$ cat config.mk
export PLATFORM = sky130hd
export DESIGN_NAME = max_tree
export DESIGN_NICKNAME = d
export VERILOG_FILES = /design/src/design/align_pkg.sv /design/src/design/max_tree.sv
export SDC_FILE = /design/constraint.sdc
export NUM_CORES = 1
export LEC_CHECK = 0
export BUFFER_PORTS_ARGS = -buffer_cell sky130_fd_sc_hd__buf_2
export CAP_MARGIN = 20
export CORE_AREA = 4 4 179 181
export CTS_BUF_LIST = sky130_fd_sc_hd__clkbuf_16
export CTS_CLUSTER_SIZE = 25
export DETAILED_ROUTE_END_ITERATION = 10
export DIE_AREA = 0 0 183 185
export PLACE_DENSITY = 0.51
export SETUP_SLACK_MARGIN = 0.4
export SYNTH_ARGS = -nofsm -noshare
export SYNTH_HDL_FRONTEND = slang
export SYNTH_SLANG_ARGS = --single-unit
$ cat constraint.sdc
create_clock -name i_clk -period 1.7 [get_ports i_clk]
set_clock_uncertainty 0.2 [all_clocks]
set_input_delay 0.255 -clock i_clk [delete_from_list [all_inputs] [get_ports i_clk]]
set_output_delay 0.255 -clock i_clk [all_outputs]
set_load 0.02 [all_outputs]
$ cat src/design/align_pkg.sv
`default_nettype none

package align_pkg;

    localparam int NUM_PE  = 16;
    localparam int BASE_W  = 2;
    localparam int SCORE_W = 14;
    localparam int COL_W   = 10;

    // query beats counted before the longest allowed beat
    localparam logic [COL_W-1:0] LAST_COL = {{(COL_W-1){1'b1}}, 1'b0};

    typedef logic [BASE_W-1:0] base_t;
    typedef logic signed [SCORE_W-1:0] score_t;

    localparam score_t MATCH_SCORE    = 14'sd2;
    localparam score_t MISMATCH_SCORE = -14'sd3;
    localparam score_t GAP_OPEN       = -14'sd12;
    localparam score_t GAP_EXT        = -14'sd1;
    localparam score_t NEG_INF        = -14'sd4096;

    // element k belongs to row k+1
    typedef base_t [NUM_PE-1:0] ref_seg_t;

    typedef struct packed {
        logic  last;
        base_t base;
    } query_beat_t;

    typedef struct packed {
        logic   valid;
        logic   last;
        base_t  base;
        score_t h;
        score_t f;
    } pe_link_t;

    typedef struct packed {
        score_t max_score;
        score_t final_score;
    } align_result_t;

    typedef enum logic [1:0] {
        IDLE,
        FILL,
        DRAIN,
        DONE
    } ctrl_state_e;

    // boundary H for row or column k
    function automatic score_t gap_score(input int k);
        if (k == 0) begin
            return '0;
        end
        return score_t'(int'(GAP_OPEN) + int'(GAP_EXT) * (k - 1));
    endfunction

endpackage

`default_nettype wire
$ cat src/design/max_tree.sv
`timescale 1ns/1ps
`default_nettype none

module max_tree (
    input  logic                                        i_clk,
    input  logic                                        i_rst,
    input  align_pkg::score_t [align_pkg::NUM_PE-1:0]   i_scores,
    input  logic [align_pkg::NUM_PE-1:0]                i_active,
    output align_pkg::score_t                           o_max,
    output logic                                        o_max_valid
);

    // heap of compare nodes with the leaves in the upper half and the root at 0
    align_pkg::score_t node [0:2*align_pkg::NUM_PE-2];

    always_comb begin
        // inactive lanes drop out as NEG_INF
        for (int i = 0; i < align_pkg::NUM_PE; i++) begin
            node[align_pkg::NUM_PE-1+i] = i_active[i] ? i_scores[i] : align_pkg::NEG_INF;
        end
        for (int i = align_pkg::NUM_PE - 2; i >= 0; i--) begin
            node[i] = (node[2*i+1] > node[2*i+2]) ? node[2*i+1] : node[2*i+2];
        end
    end

    always_ff @(posedge i_clk) begin
        o_max <= node[0];
    end

    always_ff @(posedge i_clk or posedge i_rst) begin
        if (i_rst) begin
            o_max_valid <= 1'b0;
        end else begin
            o_max_valid <= |i_active;
        end
    end

endmodule

`default_nettype wire

==> flow_summary_export.csv <==
group,metric,value,unit
status,outcome,"finished with violations",
status,violations,"setup timing",
clock_network,clkTransAtPathRegs,50,ps
power,p_leak,0.00917,uW
power,power_density,1190,mW/mm^2
logic_synthesis,synth-seq-cells,15,
sta,finalCritPeriodShare,505,%
cells_and_area,multi_input_area,0.00960,mm^2
clock_network,htreeDepth,1,
clock_network,cts_sinks,15,
cells_and_area,final_util,57.1,%
floorplan,die_area,0.0339,mm^2
worst_setup_path,cp_max_fo,6,
sta,slew_headroom,52.5,%
logic_synthesis,synth_simple_gate_area_share,30.2,%
route,drt_pass1_iterations,5,
global_route,grt_overflow,0,
sta,slew_viol_final,0,
sta,max_freq,116,MHz
clock_network,cts_max_path_buffers,2,
logic_synthesis,ys_top_cells_by_area,"ha_1 20%, nand2_1 9.2%, mux2i_1 7.5%, inv_1 4.7%, o21ai_0 4.3%",
route,wl_per_cell,14.7,um
global_route,antenna_found_initial,0,
route,wirelength,39300,um
clock_network,cts_made_buffers,3,
logic_synthesis,muxShareOfSynthArea,11.3,%
logic_synthesis,synth_most_common_cell,"nand2_1",
global_route,grt.total_usage,21.7,%
logic_synthesis,syn-num-nets,1823,
sta,fin_ws,-6890,ps
place,port_buffers,256,
logic_synthesis,synth_ff_type,"dfxtp_1",
route,vias_per_cell,4.94,
clock_network,cts_root_buf,"clkbuf_16",
worst_setup_path,cp-end-kind,"register",
job,maxCapViolations,0,
clock_network,cts_tree,"yes",
floorplan,std_cell_rows,64,
cells_and_area,num-fill-cells,2884,
logic_synthesis,synth_commonest_cells,"236 x nand2_1, 158 x ha_1, 122 x inv_1, 84 x o21ai_0, 83 x a21oi_1",
place,gp_congestion,0.942,
logic_synthesis,synth_top_family_by_area,"simple AND/OR/NAND/NOR gates",
logic_synthesis,async_flop_share,6.67,%
route,ant_nets,0,
cells_and_area,regArea,305,um^2
floorplan,die_h,185,um
worst_setup_path,crit_type,"input pin to register",
logic_synthesis,avgSynthCellArea,6.79,um^2
sta,worst_pin_slew,705,ps
logic_synthesis,ys_types,94,
hold_path,hold_path_class,"input pin to async pin",
worst_setup_path,startpoint_type,"input pin",
floorplan,die_w,183,um
sta,period_needed,8590,ps
worst_setup_path,worst-endpoint-arrival,8510,ps
global_route,grt_pass1_vias,13200,
power,irDropWorstVdd,0.00145,V
route,initialDrtViolationCount,623,
worst_setup_path,worst_path_max_delay_cell,"mux2_4",
sta,rsz0062_at_grt,"yes",
logic_synthesis,synth_edf_count,0,
floorplan,io_pins,257,
floorplan,initial_core_util,31.8,%
cells_and_area,area_growth_syn_to_layout,79.8,%
cells_and_area,drive_above_1_share,49.0,%
power,finalPower,20600,uW
cells_and_area,antenna-diode-count,0,
logic_synthesis,yosysWarnings,0,
logic_synthesis,yosysTopAreaCell,"ha_1",
route,drc,0,
worst_setup_path,cpMostUsedCell,"buf_6",
sta,finalHoldViolCount,0,
floorplan,core,0.0304,mm^2
place,dp_hpwl,33300,um
logic_synthesis,synth_compound_area_share,23.9,%
logic_synthesis,synth_adder_area_share,21.7,%
cells_and_area,layout.nets,2689,
global_route,grt_pass1_wl,62100,um
global_route,grt_max_degree,16,
worst_setup_path,crit_required,1630,ps
logic_synthesis,synth_cells,1423,
sta,hold_ws,169,ps
sta,setup_viol,14,
logic_synthesis,syn_area,0.00967,mm^2
logic_synthesis,ys_seq_area_share,3.16,%
logic_synthesis,synth_xor_area_share,2.36,%
route,num_vias,13300,
worst_setup_path,cp_slowest_stage_delay,370,ps
logic_synthesis,synth_top_area_share,20.5,%
-- cell type report --
cell class	count	share of cell area (%)
clock buffers	3	0.432
inverters	122	2.65
well taps	396	2.85
clock inverters	1	0.0288
repair buffers	915	37.0
multi-input cells	1232	55.2
flip-flops and latches	15	1.76
-- registers in the layout, indices dropped and copies added (netlist names) --
name	flops
o_max	14
o_max_valid	1
-- power breakdown --
part,leakage [uW],internal (uW),switching [uW],total (uW)
Clock,0.0000409,315,167,483
Combinational,0.00901,10500,9000,19500
Sequential,0.000126,585,37.2,623
Total,0.00917,11400,9200,20600
-- critical path: cells and delay by family --
family,cells,cell delay (ps)
AO/OA/AOI/OAI,24,4260
multiplexers,4,1100
buffers and inverters,9,1050
AND/OR/NAND/NOR,12,950
adder cells (fa/ha/maj),4,860
-- cells in the final DEF (no fill, tap or decap), types with 27 or more instances in the layout --
master    Yosys  routed
and2_1       44      41
nand3_1      42      40
mux2_2       29      27
buf_4         4     637
a21oi_1      83      66
mux2i_1      72      63
buf_2         6     246
o21ai_0      84      59
nand4_1      30      30
ha_1        158     143
nand2b_1     41      37
inv_1       122     115
nand2_1     236     226
nor2_1       78      66
-- metrics by stage --
step	setup TNS (ps)	instance area [um^2]	worst slack, ps	instances
5_1_grt	-103320	17400	-7400	2684
2_1_floorplan	-98580	10000	-7090	1423
3_5_place_dp	-108980	16000	-7810	2627
4_1_cts	-93460	17000	-6690	2675
6_report	-96170	17400	-6890	2684
3_3_place_gp	-108020	16000	-7710	2627
-- final timing paths --
| path | endpoint | slack, ps | from |
|---|---|---|---|
| setup / recovery | o_max[5] | -6890 | i_active[3] |
| hold / removal | o_max_valid | 170 | i_rst |
| max in group asynchronous | o_max_valid | 1040 | i_rst |
| min in group i_clk | o_max_valid | 340 | i_active[14] |
-- per-layer routing --
metal | track usage (%) | vias to the layer above | part of all wire, %
li1 | - | 6894 | -
met1 | 28.8 | 6054 | 46
met2 | 39.0 | 283 | 48
met3 | 2.36 | 36 | 4.7
met4 | 2.92 | 0 | 1.2
met5 | 0 | - | 0
-- what timing repair did --
item,in CTS,in global routing
endpoints found under the setup margin,15,15
hold buffers,1,0
resized for setup,152,58
endpoints found under the hold margin,1,0
pin swaps,52,57
cloned,5,0
buffers inserted,38,9
-- cells by family (layout without fill, tap and decap cells) --
group / count (synthesis) / in the layout
fa+ha+maj: 170 / 170
buf+inv: 178 / 1041
simple gates: 586 / 586
flops: 15 / 15
xor+xnor: 26 / 26
mux: 104 / 106
compound gates: 344 / 344
(Power assumes the default switching activity.)
