$ cat src/design/align_pkg.sv
`default_nettype none

package align_pkg;

    localparam int NUM_PE  = 16;
    localparam int BASE_W  = 2;
    localparam int SCORE_W = 14;
    localparam int COL_W   = 10;

    // query beats counted before the longest allowed beat
    localparam logic [COL_W-1:0] LAST_COL = {{(COL_W-1){1'b1}}, 1'b0};

    typedef logic [BASE_W-1:0] base_t;
    typedef logic signed [SCORE_W-1:0] score_t;

    localparam score_t MATCH_SCORE    = 14'sd2;
    localparam score_t MISMATCH_SCORE = -14'sd3;
    localparam score_t GAP_OPEN       = -14'sd12;
    localparam score_t GAP_EXT        = -14'sd1;
    localparam score_t NEG_INF        = -14'sd4096;

    // element k belongs to row k+1
    typedef base_t [NUM_PE-1:0] ref_seg_t;

    typedef struct packed {
        logic  last;
        base_t base;
    } query_beat_t;

    typedef struct packed {
        logic   valid;
        logic   last;
        base_t  base;
        score_t h;
        score_t f;
    } pe_link_t;

    typedef struct packed {
        score_t max_score;
        score_t final_score;
    } align_result_t;

    typedef enum logic [1:0] {
        IDLE,
        FILL,
        DRAIN,
        DONE
    } ctrl_state_e;

    // boundary H for row or column k
    function automatic score_t gap_score(input int k);
        if (k == 0) begin
            return '0;
        end
        return score_t'(int'(GAP_OPEN) + int'(GAP_EXT) * (k - 1));
    endfunction

endpackage

`default_nettype wire
$ cat src/design/align_ctrl.sv
`timescale 1ns/1ps
`default_nettype none

module align_ctrl (
    input  logic                        i_clk,
    input  logic                        i_rst,
    input  logic                        i_ref_valid,
    output logic                        o_ref_ready,
    input  logic                        i_query_valid,
    output logic                        o_query_ready,
    input  align_pkg::query_beat_t      i_query,
    output logic                        o_start,
    output align_pkg::query_beat_t      o_beat,
    output logic                        o_beat_valid,
    input  align_pkg::pe_link_t         i_tail,
    input  align_pkg::score_t           i_max,
    input  logic                        i_max_valid,
    output logic                        o_result_valid,
    input  logic                        i_result_ready,
    output align_pkg::align_result_t    o_result
);

    align_pkg::ctrl_state_e       state;
    align_pkg::ctrl_state_e       state_next;

    logic [align_pkg::COL_W-1:0]  col_cnt;
    logic                         tail_last;
    logic                         tail_last_q;
    align_pkg::score_t            run_max;
    align_pkg::score_t            max_next;
    align_pkg::score_t            final_q;
    align_pkg::align_result_t     result_q;

    assign o_ref_ready    = (state == align_pkg::IDLE);
    assign o_query_ready  = (state == align_pkg::FILL);
    assign o_result_valid = (state == align_pkg::DONE);
    assign o_start        = i_ref_valid & o_ref_ready;
    assign o_beat_valid   = i_query_valid & o_query_ready;
    assign tail_last      = i_tail.valid & i_tail.last;

    // longest query ends here even without its last flag
    always_comb begin
        o_beat = i_query;
        if (col_cnt == align_pkg::LAST_COL) begin
            o_beat.last = 1'b1;
        end
    end

    assign max_next = (i_max_valid && i_max > run_max) ? i_max : run_max;

    always_comb begin
        state_next = state;
        case (state)
            align_pkg::IDLE: begin
                if (o_start) begin
                    state_next = align_pkg::FILL;
                end
            end
            align_pkg::FILL: begin
                if (o_beat_valid && o_beat.last) begin
                    state_next = align_pkg::DRAIN;
                end
            end
            align_pkg::DRAIN: begin
                // tree output of the last column arrives now
                if (tail_last_q) begin
                    state_next = align_pkg::DONE;
                end
            end
            default: begin
                if (i_result_ready) begin
                    state_next = align_pkg::IDLE;
                end
            end
        endcase
    end

    always_ff @(posedge i_clk or posedge i_rst) begin
        if (i_rst) begin
            state       <= align_pkg::IDLE;
            col_cnt     <= '0;
            tail_last_q <= 1'b0;
        end else begin
            state       <= state_next;
            tail_last_q <= tail_last;
            if (o_start) begin
                col_cnt <= '0;
            end else if (o_beat_valid) begin
                col_cnt <= col_cnt + 1'b1;
            end
        end
    end

    always_ff @(posedge i_clk) begin
        if (o_start) begin
            run_max <= align_pkg::NEG_INF;
        end else begin
            run_max <= max_next;
        end
        if (tail_last) begin
            final_q <= i_tail.h;
        end
        if (state == align_pkg::DRAIN && tail_last_q) begin
            result_q.max_score   <= max_next;
            result_q.final_score <= final_q;
        end
    end

    assign o_result = result_q;

endmodule

`default_nettype wire

$ cat config.mk
export PLATFORM = sky130hd
export DESIGN_NAME = align_ctrl
export DESIGN_NICKNAME = d
export VERILOG_FILES = /design/src/design/align_pkg.sv /design/src/design/align_ctrl.sv
export SDC_FILE = /design/constraint.sdc
export NUM_CORES = 1
export LEC_CHECK = 0
export ABC_AREA = 1
export CORE_MARGIN = 5
export CORE_UTILIZATION = 50
export CTS_CLUSTER_DIAMETER = 150
export DETAILED_ROUTE_END_ITERATION = 10
export DONT_BUFFER_PORTS = 1
export GPL_ROUTABILITY_DRIVEN = 0
export MAX_ROUTING_LAYER = met4
export PLACE_DENSITY = 0.73
export SYNTH_ARGS = -nofsm -noshare
export SYNTH_HDL_FRONTEND = slang
export SYNTH_SLANG_ARGS = --single-unit
$ cat constraint.sdc
create_clock -name i_clk -period 3.9 [get_ports i_clk]
set_clock_uncertainty 0.2 [all_clocks]
set_input_delay 0.39 -clock i_clk [delete_from_list [all_inputs] [get_ports i_clk]]
set_output_delay 0.39 -clock i_clk [all_outputs]
set_load 0.005 [all_outputs]
==> flow_summary.yaml <==
setup_path:
  cp-start-kind: "register"
  crit_end: "o_result[26]$_DFFE_PP_"
  required_ns: 3.79
  rr_endpoint: "o_result[26]$_DFFE_PP_"
  ff2ff_path_depth: 10
  cp.arrival_ns: 2.48
  crit_fanout: 15
  path_class: "register to register"
  cp-startpoint: "run_max[13]$_SDFF_PP1_"
  r2r_slack_ns: 1.31
  r2r_start: "run_max[13]$_SDFF_PP1_"
  endpoint_kind: "register"
outcome:
  status: "finished, final reports clean"
cts:
  clock_path_buffers: 2
  cts_buffers: 9
  clock_latency_ns: 0.34
  htreeDepth: 3
  clk_pin_slew_worst_paths_ns: 0.07
  cts_tree: "built"
  cts_root_buf: "clkbuf_8"
  cts.sinks: 69
die:
  dieWidth_um: 89.6
  io_pins: 91
  die_area_mm2: 0.00803
  die_h_um: 89.6
  start_util: 0.508
  core-area_mm2: 0.00624
  row_count: 29
power_and_ir_drop:
  peakVddDrop_v: 0.000331
  leakagePower_nw: 1.64
  power_density_mw_per_mm2: 693
  p_total_mw: 2.49
routing:
  drt-initial-drc-count: 77
  drt-pass1-iter-count: 4
  totalWireLength_mm: 5.48
  via_per_inst: 4.89
  dr.max_layer_used: "met4"
  num_vias: 2004
  wl_met1_mm: 2.31
  avgRoutedWirePerCell_um: 13.4
  drtAntennaViolNets: 0
  drcViolationCount: 0
  wl_met2_mm: 2.69
  wl_met3_um: 352
global_routing:
  grt_max_degree: 29
  grt_pass1_vias: 1891
  grt_pass1_wl_mm: 8.72
  grt_antenna_before_repair: 0
  overflow: 0
  grt_usage: 0.151
timing:
  slew_headroom: 0.259
  fin_crit_sh: 0.663
  tightest_slew_ns: 1.11
  rsz0062_at_grt: "no"
  max_freq_mhz: 387
  fin_setup_tns_ns: 0
  setup_violations: 0
  hold_viol_final: 0
  maxSlewViolCount: 0
  finalCriticalPeriod_ns: 2.59
synth:
  netlist_area_mm2: 0.00317
  synth-seq-area-share: 0.589
  ys_ff_latch: 69
  post_synth_num_cell_types: 29
  avgSynthCellArea_um2: 10.3
  synthCells: 309
  ys_warn_count: 0
  synth_nets: 384
layout:
  antenna_cells: 0
  area_growth_pct: 13.4
  drive_gt1_frac: 0.147
  final_area_mm2: 0.00359
  fin_nets: 403
min_path:
  hp-class: "primary input to register"
place:
  dpl.hpwl_mm: 3.83
  io_buffers: 0
  post_dp_cell_area_mm2: 0.00322
flow_run:
  max_cap_viol_count: 0
-- metal layers --
metal	GRT usage	vias to the layer above
met5	-	-
met4	0.0812	0
met3	0.0484	11
met2	0.233	51
met1	0.174	899
li1	-	1043
-- placed cells by master, fill, tap and decap left out --
cell and n:
o21bai_1 1, nor2_4 1, a21oi_1 12, inv_6 4, clkbuf_8 9, dfxtp_1 14, nand3_2 2, inv_1 64
bufinv_16 2, nand3_1 7, a21oi_2 1, and3_1 2, nand4_1 14, edfxtp_1 42, a21boi_2 1, dfrtp_1 13
dlygate4sd3_1 15, nor2_2 8, nand3_4 1, nor2_1 14, o22ai_1 1, o21ai_0 7, a211oi_1 2, nor4_1 1
nor3_1 3, ha_1 20, nand2_1 52, inv_2 1, clkinvlp_4 1, nand2_2 18
-- critical path, cell delays in order (launching register included) --
cell and delay, ns:
dfxtp_1 0.33, inv_1 0.04, ha_1 0.32, nand2_1 0.12, inv_2 0.05, nand3_2 0.07
nor2_4 0.05, a21boi_2 0.59, nand3_4 0.32, nand2_1 0.16, nand2_1 0.07
-- cell usage after synthesis (all sizes together) --
master | n | area (um2)
o22ai | 1 | 6.26
nand2 | 70 | 308
and3 | 2 | 12.5
edfxtp | 42 | 1260
dfxtp | 14 | 280
a21boi | 1 | 11.3
a211oi | 2 | 15.0
dfrtp | 13 | 325
a21oi | 13 | 68.8
o21ai | 7 | 35.0
nor2 | 23 | 114
o21bai | 1 | 7.51
nand4 | 14 | 87.6
nor3 | 3 | 15.0
nand3 | 10 | 72.6
ha | 20 | 250
inv | 65 | 244
buf | 7 | 47.5
nor4 | 1 | 6.26
-- cell type report --
cell class                      instances  area (um2)
Inverter                               65         244
Fill cell                             537        2650
Clock buffer                            9         124
Sequential cell                        69        1870
Timing Repair Buffer                   15         150
Multi-Input combinational cell        168        1010
Tap cell                               77        96.3
Clock inverter                          7         103
-- per-stage QoR --
stage	hold slack (ns)	utilization	worst slack, ns	std cells
2_1_floorplan	0.0670	-	1.75	309
3_3_place_gp	0.131	0.515	1.29	379
3_5_place_dp	0.127	0.515	1.27	379
4_1_cts	0.0559	0.576	1.28	410
5_1_grt	0.0967	0.576	1.11	410
6_report	0.0705	0.576	1.31	410
-- state kept, by name (all words and copies together) (netlist names) --
signal       cells
col_cnt         10
state            2
tail_last_q      1
run_max         14
final_q         14
o_result        28
-- kinds of logic (layout without fill, tap and decap cells) --
| family | count (synthesis) | in the layout | share of synthesized area |
|---|---|---|---|
| buf+inv | 72 | 96 | 0.0920 |
| compound gates | 25 | 25 | 0.0454 |
| simple gates | 123 | 123 | 0.194 |
| flops | 69 | 69 | 0.589 |
| fa+ha+maj | 20 | 20 | 0.0790 |
-- how the worst min path moves through the flow --
stage               slack [ns]  depth (start not counted)                endpoint  startpoint
finish                    0.07                          2  run_max[12]$_SDFF_PP1_   i_max[12]
global route               0.1                          2  run_max[12]$_SDFF_PP1_   i_max[12]
CTS                       0.06                          2  run_max[12]$_SDFF_PP1_   i_max[12]
detailed placement        0.13                          1   tail_last_q$_DFF_PP0_       i_rst
global placement          0.13                          1   tail_last_q$_DFF_PP0_       i_rst
floorplan                 0.07                          1  col_cnt[0]$_DFFE_PP0P_       i_rst
-- power by group --
| group | total, mW | leakage, nW | internal [mW] | switching (mW) |
|---|---|---|---|---|
| logic | 0.815 | 0.847 | 0.278 | 0.537 |
| clock network | 0.656 | 0.111 | 0.369 | 0.287 |
| registers | 1.02 | 0.678 | 0.958 | 0.0621 |
| total | 2.49 | 1.64 | 1.61 | 0.886 |
-- repair_timing --
item | 4_1_cts | 5_1_grt
setup endpoints to repair | 0 | 0
hold endpoints to repair | 27 | 0
resized for setup | 0 | 0
buffers inserted | 0 | 0
hold buffers | 15 | 0
No activity file was read; power rests on OpenSTA's default activity.
