File: config.mk
export PLATFORM = sky130hd
export DESIGN_NAME = pe_array
export DESIGN_NICKNAME = d
export VERILOG_FILES = /design/src/design/align_pkg.sv /design/src/design/pe_array.sv /design/src/design/pe_cell.sv
export SDC_FILE = /design/constraint.sdc
export NUM_CORES = 2
export LEC_CHECK = 0
export BUFFER_PORTS_ARGS = -buffer_cell sky130_fd_sc_hd__buf_2
export CORE_MARGIN = 8
export CORE_UTILIZATION = 69
export DETAILED_ROUTE_END_ITERATION = 16
export GPL_TIMING_DRIVEN = 0
export PLACE_DENSITY = 0.93
export SLEW_MARGIN = 0
export SYNTH_ARGS = -nofsm -noshare
export SYNTH_HDL_FRONTEND = slang
export SYNTH_SLANG_ARGS = --single-unit
File: constraint.sdc
create_clock -name i_clk -period 26 [get_ports i_clk]
set_input_delay 2.6 -clock i_clk [delete_from_list [all_inputs] [get_ports i_clk]]
set_output_delay 2.6 -clock i_clk [all_outputs]
set_load 0.1 [all_outputs]
File: src/design/align_pkg.sv
`default_nettype none

package align_pkg;

    localparam int NUM_PE  = 16;
    localparam int BASE_W  = 2;
    localparam int SCORE_W = 14;
    localparam int COL_W   = 10;

    // query beats counted before the longest allowed beat
    localparam logic [COL_W-1:0] LAST_COL = {{(COL_W-1){1'b1}}, 1'b0};

    typedef logic [BASE_W-1:0] base_t;
    typedef logic signed [SCORE_W-1:0] score_t;

    localparam score_t MATCH_SCORE    = 14'sd2;
    localparam score_t MISMATCH_SCORE = -14'sd3;
    localparam score_t GAP_OPEN       = -14'sd12;
    localparam score_t GAP_EXT        = -14'sd1;
    localparam score_t NEG_INF        = -14'sd4096;

    // element k belongs to row k+1
    typedef base_t [NUM_PE-1:0] ref_seg_t;

    typedef struct packed {
        logic  last;
        base_t base;
    } query_beat_t;

    typedef struct packed {
        logic   valid;
        logic   last;
        base_t  base;
        score_t h;
        score_t f;
    } pe_link_t;

    typedef struct packed {
        score_t max_score;
        score_t final_score;
    } align_result_t;

    typedef enum logic [1:0] {
        IDLE,
        FILL,
        DRAIN,
        DONE
    } ctrl_state_e;

    // boundary H for row or column k
    function automatic score_t gap_score(input int k);
        if (k == 0) begin
            return '0;
        end
        return score_t'(int'(GAP_OPEN) + int'(GAP_EXT) * (k - 1));
    endfunction

endpackage

`default_nettype wire
File: src/design/pe_array.sv
`timescale 1ns/1ps
`default_nettype none

module pe_array (
    input  logic                                        i_clk,
    input  logic                                        i_rst,
    input  logic                                        i_start,
    input  align_pkg::ref_seg_t                         i_ref,
    input  align_pkg::query_beat_t                      i_beat,
    input  logic                                        i_beat_valid,
    output align_pkg::score_t [align_pkg::NUM_PE-1:0]   o_h_scores,
    output logic [align_pkg::NUM_PE-1:0]                o_active,
    output align_pkg::pe_link_t                         o_tail
);

    align_pkg::ref_seg_t ref_q;

    // H(0,j) for the column entering PE 0
    align_pkg::score_t   top_h;

    // link[k] enters PE k, link[k+1] leaves it
    align_pkg::pe_link_t link [0:align_pkg::NUM_PE];

    always_ff @(posedge i_clk) begin
        if (i_start) begin
            ref_q <= i_ref;
        end
    end

    always_ff @(posedge i_clk) begin
        if (i_start) begin
            top_h <= align_pkg::GAP_OPEN;
        end else if (i_beat_valid) begin
            top_h <= top_h + align_pkg::GAP_EXT;
        end
    end

    // head of chain, bubbles enter with valid clear
    always_comb begin
        link[0].valid = i_beat_valid;
        link[0].last  = i_beat.last;
        link[0].base  = i_beat.base;
        link[0].h     = top_h;
        link[0].f     = align_pkg::NEG_INF;
    end

    genvar k;
    generate
        for (k = 0; k < align_pkg::NUM_PE; k++) begin : g_pe
            pe_cell #(
                .ROW(k + 1)
            ) u_pe (
                .i_clk     (i_clk),
                .i_rst     (i_rst),
                .i_start   (i_start),
                .i_ref_base(ref_q[k]),
                .i_link    (link[k]),
                .o_link    (link[k+1])
            );

            assign o_h_scores[k] = link[k+1].h;
            assign o_active[k]   = link[k+1].valid;
        end
    endgenerate

    assign o_tail = link[align_pkg::NUM_PE];

endmodule

`default_nettype wire

File: src/design/pe_cell.sv
`timescale 1ns/1ps
`default_nettype none

module pe_cell #(
    parameter int ROW = 1
) (
    input  logic                 i_clk,
    input  logic                 i_rst,
    input  logic                 i_start,
    input  align_pkg::base_t     i_ref_base,
    input  align_pkg::pe_link_t  i_link,
    output align_pkg::pe_link_t  o_link
);

    // row state: H and E of the left cell, H of the diagonal cell
    align_pkg::score_t left_h;
    align_pkg::score_t left_e;
    align_pkg::score_t diag_h;

    align_pkg::score_t sub;
    align_pkg::score_t e_new;
    align_pkg::score_t f_new;
    align_pkg::score_t h_diag;
    align_pkg::score_t h_new;

    logic              valid_q;
    logic              last_q;
    align_pkg::base_t  base_q;
    align_pkg::score_t h_q;
    align_pkg::score_t f_q;

    always_comb begin
        sub = (i_link.base == i_ref_base) ? align_pkg::MATCH_SCORE
                                          : align_pkg::MISMATCH_SCORE;
        e_new = left_h + align_pkg::GAP_OPEN;
        if (left_e + align_pkg::GAP_EXT > e_new) begin
            e_new = left_e + align_pkg::GAP_EXT;
        end
        f_new = i_link.h + align_pkg::GAP_OPEN;
        if (i_link.f + align_pkg::GAP_EXT > f_new) begin
            f_new = i_link.f + align_pkg::GAP_EXT;
        end
        h_diag = diag_h + sub;
        h_new  = (h_diag > e_new) ? h_diag : e_new;
        if (f_new > h_new) begin
            h_new = f_new;
        end
    end

    // bubbles leave the row untouched
    always_ff @(posedge i_clk) begin
        if (i_start) begin
            left_h <= align_pkg::gap_score(ROW);
            left_e <= align_pkg::NEG_INF;
            diag_h <= align_pkg::gap_score(ROW - 1);
        end else if (i_link.valid) begin
            left_h <= h_new;
            left_e <= e_new;
            diag_h <= i_link.h;
            last_q <= i_link.last;
            base_q <= i_link.base;
            h_q    <= h_new;
            f_q    <= f_new;
        end
    end

    always_ff @(posedge i_clk or posedge i_rst) begin
        if (i_rst) begin
            valid_q <= 1'b0;
        end else begin
            valid_q <= i_link.valid;
        end
    end

    assign o_link = '{valid: valid_q, last: last_q, base: base_q, h: h_q, f: f_q};

endmodule

`default_nettype wire

==> summary.txt <==
Status
  – Outcome: finished with violations
  – Failing checks: capacitance limit, slew limit

Synth
  – Net count after synthesis: 11700
  – Post-synth EDFFs: approximately 530
  – Share of flip-flops with an asynchronous set or reset: 0.01301
  – Avg Inst Size Synth: 9.047 µm²
  – Post-synthesis mux area share: 0.08333
  – Synth top area cells: edfxtp_1, dfxtp_1, ha_1
  – Top cell type's share of synthesized area: 0.1654
  – Synthesized flop and latch total: around 1200
  – YS warnings: 0
  – Synth Area in XOR/XNOR: 0.09033
  – Synth Instances: 10600
  – Distinct cell type count after synthesis: 116
  – Largest family of logic cells by synthesized area: compound AO/OA/AOI/OAI gates
  – Most used flip-flop cell after synthesis: dfxtp_1
  – Cell Area, Synth: 95880 µm²
  – Area share of fa/ha/maj cells after synthesis: 0.1411
  – Leading area contributor after synthesis: edfxtp_1
  – Register area share after synthesis: 0.3128
  – Synth Area in Simple Gates: 0.1546
  – Complex-gate fraction of the synthesized area: 0.1657

Critical path
  – Worst reg-to-reg path cell count: 40
  – Crit start category: primary input
  – Crit path kind: primary input to flip-flop
  – Slowest stage delay, CP: between 0.7 and 0.8 ns
  – Required time of the critical path: around 27 ns
  – CP Data Arrival Time: 11.95 ns
  – Critical path endpoint category: flip-flop
  – FF-to-FF Start: g_pe[1].u_pe.left_e[0]
  – Worst R2R End: g_pe[1].u_pe.left_h[12]
  – Most frequent CP cell: nor2_1
  – Worst path slowest cell: nor2_1
  – Reg2Reg Setup Slack: 14.88 ns
  – CP Max Fanout: 12

Placement
  – Placed Area: ~100000 µm²
  – HPWL Detailed: about 230 mm
  – Final GP Congestion: about 1
  – Port bufs: 310

CTS
  – H-tree levels: 4
  – Worst-skew pair later-pin latency: slightly below 0.8 ns
  – Root Buffer: clkbuf_16
  – CTS Buf Count: 140
  – Post-CTS Resized: 0
  – Sink Count: 1230
  – CTS tree: built
  – # hold bufs at CTS: 0
  – Worst-path clk slew: 0.06 ns
  – Post-CTS Setup Inserts: 0
  – Clk buf depth: 3

Timing
  – Unrepaired setup endpoints after global routing: no
  – Relative slew slack: -0.009798
  – Worst Skew: 0.02514 ns
  – Final Hold Vio Count: 0
  – Final min period: 11.23 ns
  – Setup violators final: 0
  – Worst Tran Pin Value: 1.515 ns
  – Final Max Slew Viols: 11
  – Setup TNS: 0 ns
  – Crit share post-route: 0.4320
  – Fmax: 89.03 MHz

Routing
  – First drt pass iteration count: 10
  – Vias: between 80000 and 90000
  – DR vias/cell: 6.614
  – DRC viols: 0
  – Routed wire per std cell: approximately 23 µm
  – Final ANT Viol Nets: 0
  – Initial DRC count: 8577
  – Final wirelength: about 300 mm

Global routing
  – Global Route Usage Sum: 0.3746
  – Initial antenna violation count: 7
  – First-pass GRT wire length: 458.2 mm
  – Largest net degree at the start of global routing: 39
  – GR Overflow Total: 0
  – Vias in the first global route: roughly 84000

Floorplan
  – Num rows: 136
  – Die Area: about 150000 µm²
  – Core ar.: approximately 140000 µm²
  – IO Pins: just over 300
  – Die W: 388.8 µm
  – Starting Density: 0.6965
  – Die Y-Extent: 388.8 µm

Min path
  – Hold path cells: 0
  – Worst Hold End: g_pe[6].u_pe.valid_q
  – Hold path start: g_pe[5].u_pe.valid_q
  – Worst Hold Class: flip-flop to flip-flop

Final layout
  – Most common cell after layout, fill and taps aside: ha_1
  – Final Net Count: 12160
  – Commonest cells after routing, fill and taps aside: ha_1, nor2_1, inv_1
  – Synth-to-Final Area Change: 9.275%
  – Layout cells sized above 1: 0.08090
  – Design area: 104800 µm²

Flow run
  – Max-cap violations: 1
registers in the layout (all words and copies together) (netlist names):
signal / flops
g_pe.u_pe.left_e: 224
ref_q: 32
g_pe.u_pe.h_q: 224
g_pe.u_pe.f_q: 224
g_pe.u_pe.last_q: 16
g_pe.u_pe.base_q: 32
g_pe.u_pe.left_h: 224
g_pe.u_pe.diag_h: 224
g_pe.u_pe.valid_q: 16
top_h: 14
per-stage QoR:
step / hold WS, ns / setup slack [ns] / instances / util
3_3_place_gp: 0.3817 / 14.70 / 12700 / 0.7241
4_1_cts: 0.4038 / 15.06 / 12970 / 0.7609
2_1_floorplan: 0.3732 / 16.51 / 10600 / -
5_1_grt: 0.4136 / 14.25 / 12970 / 0.7611
3_5_place_dp: 0.3901 / 14.28 / 12710 / 0.7260
6_report: 0.4000 / 14.77 / 12980 / 0.7611
worst max path at each step:
stage               startpoint                 endpoint  slack (ns)  cells past startpoint
floorplan            i_beat[1]  g_pe[0].u_pe.left_h[10]       16.51                     38
CTS                  i_beat[1]   g_pe[0].u_pe.left_h[8]       15.06                     39
finish               i_beat[1]  g_pe[0].u_pe.left_h[12]       14.77                     39
global route         i_beat[1]  g_pe[0].u_pe.left_h[12]       14.25                     39
detailed placement   i_beat[1]   g_pe[0].u_pe.left_h[8]       14.28                     39
global placement     i_beat[1]  g_pe[0].u_pe.left_h[12]       14.70                     40
final cells by class:
cell class	count	area [µm²]
Clock inverter	70	729.5
Clock buffer	187	4066
Timing Repair Buffer	319	1747
Antenna cell	9	22.52
Sequential cell	1230	29990
Fill cell	9657	32880
Tap cell	1794	2245
Inverter	878	3296
Multi-Input combinational cell	8108	60970
Buffer	382	1715
cell families after synthesis:
family,Yosys count
buffers and inverters,1260
DFF,1230
muxes,781
xor gates and xnor gates,988
and+or+nand+nor,2936
AOI/OAI and AO/OA,2329
adders and majority gates,1074
synthesized netlist by cell type, types with 52 or more instances:
library cell	number
ha_1	1045
nor2_1	931
inv_1	870
dfxtp_1	686
mux2i_1	670
a21oi_1	669
xnor2_1	581
edfxtp_1	528
nand2_1	407
xor2_1	406
nor3_1	347
o21ai_0	319
nor2b_1	316
clkbuf_1	253
a211o_1	230
a21o_1	201
nand4_1	142
o21a_1	139
or3_1	136
nand3_1	123
nand2b_1	106
mux2_2	98
nor4_1	94
o21bai_1	68
a221oi_1	67
or4_1	60
o211ai_1	58
buf_4	56
a31oi_1	53
and2_1	52
o22ai_1	52
critical path, delay by kind of cell:
kind / cells / cell delay [ns]
xor gates and xnor gates: 2 / 0.29
buffers and inverters: 6 / 1.76
AOI/OAI and AO/OA: 18 / 3.90
and+or+nand+nor: 9 / 1.61
adders and majority gates: 3 / 1.04
muxes: 1 / 0.70
routing by layer:
| metal | up-vias | global-route usage | share of wire |
|---|---|---|---|
| met5 | - | 0 | 0.000097 |
| met4 | 4 | 0.2480 | 0.078 |
| met3 | 1276 | 0.07885 | 0.097 |
| met2 | 4665 | 0.6134 | 0.45 |
| met1 | 40610 | 0.4447 | 0.37 |
| li1 | 39270 | - | - |
Power is left out: the tool's default activity adds up to more than one toggle a clock period on the data nets, which glitch-free logic cannot reach.
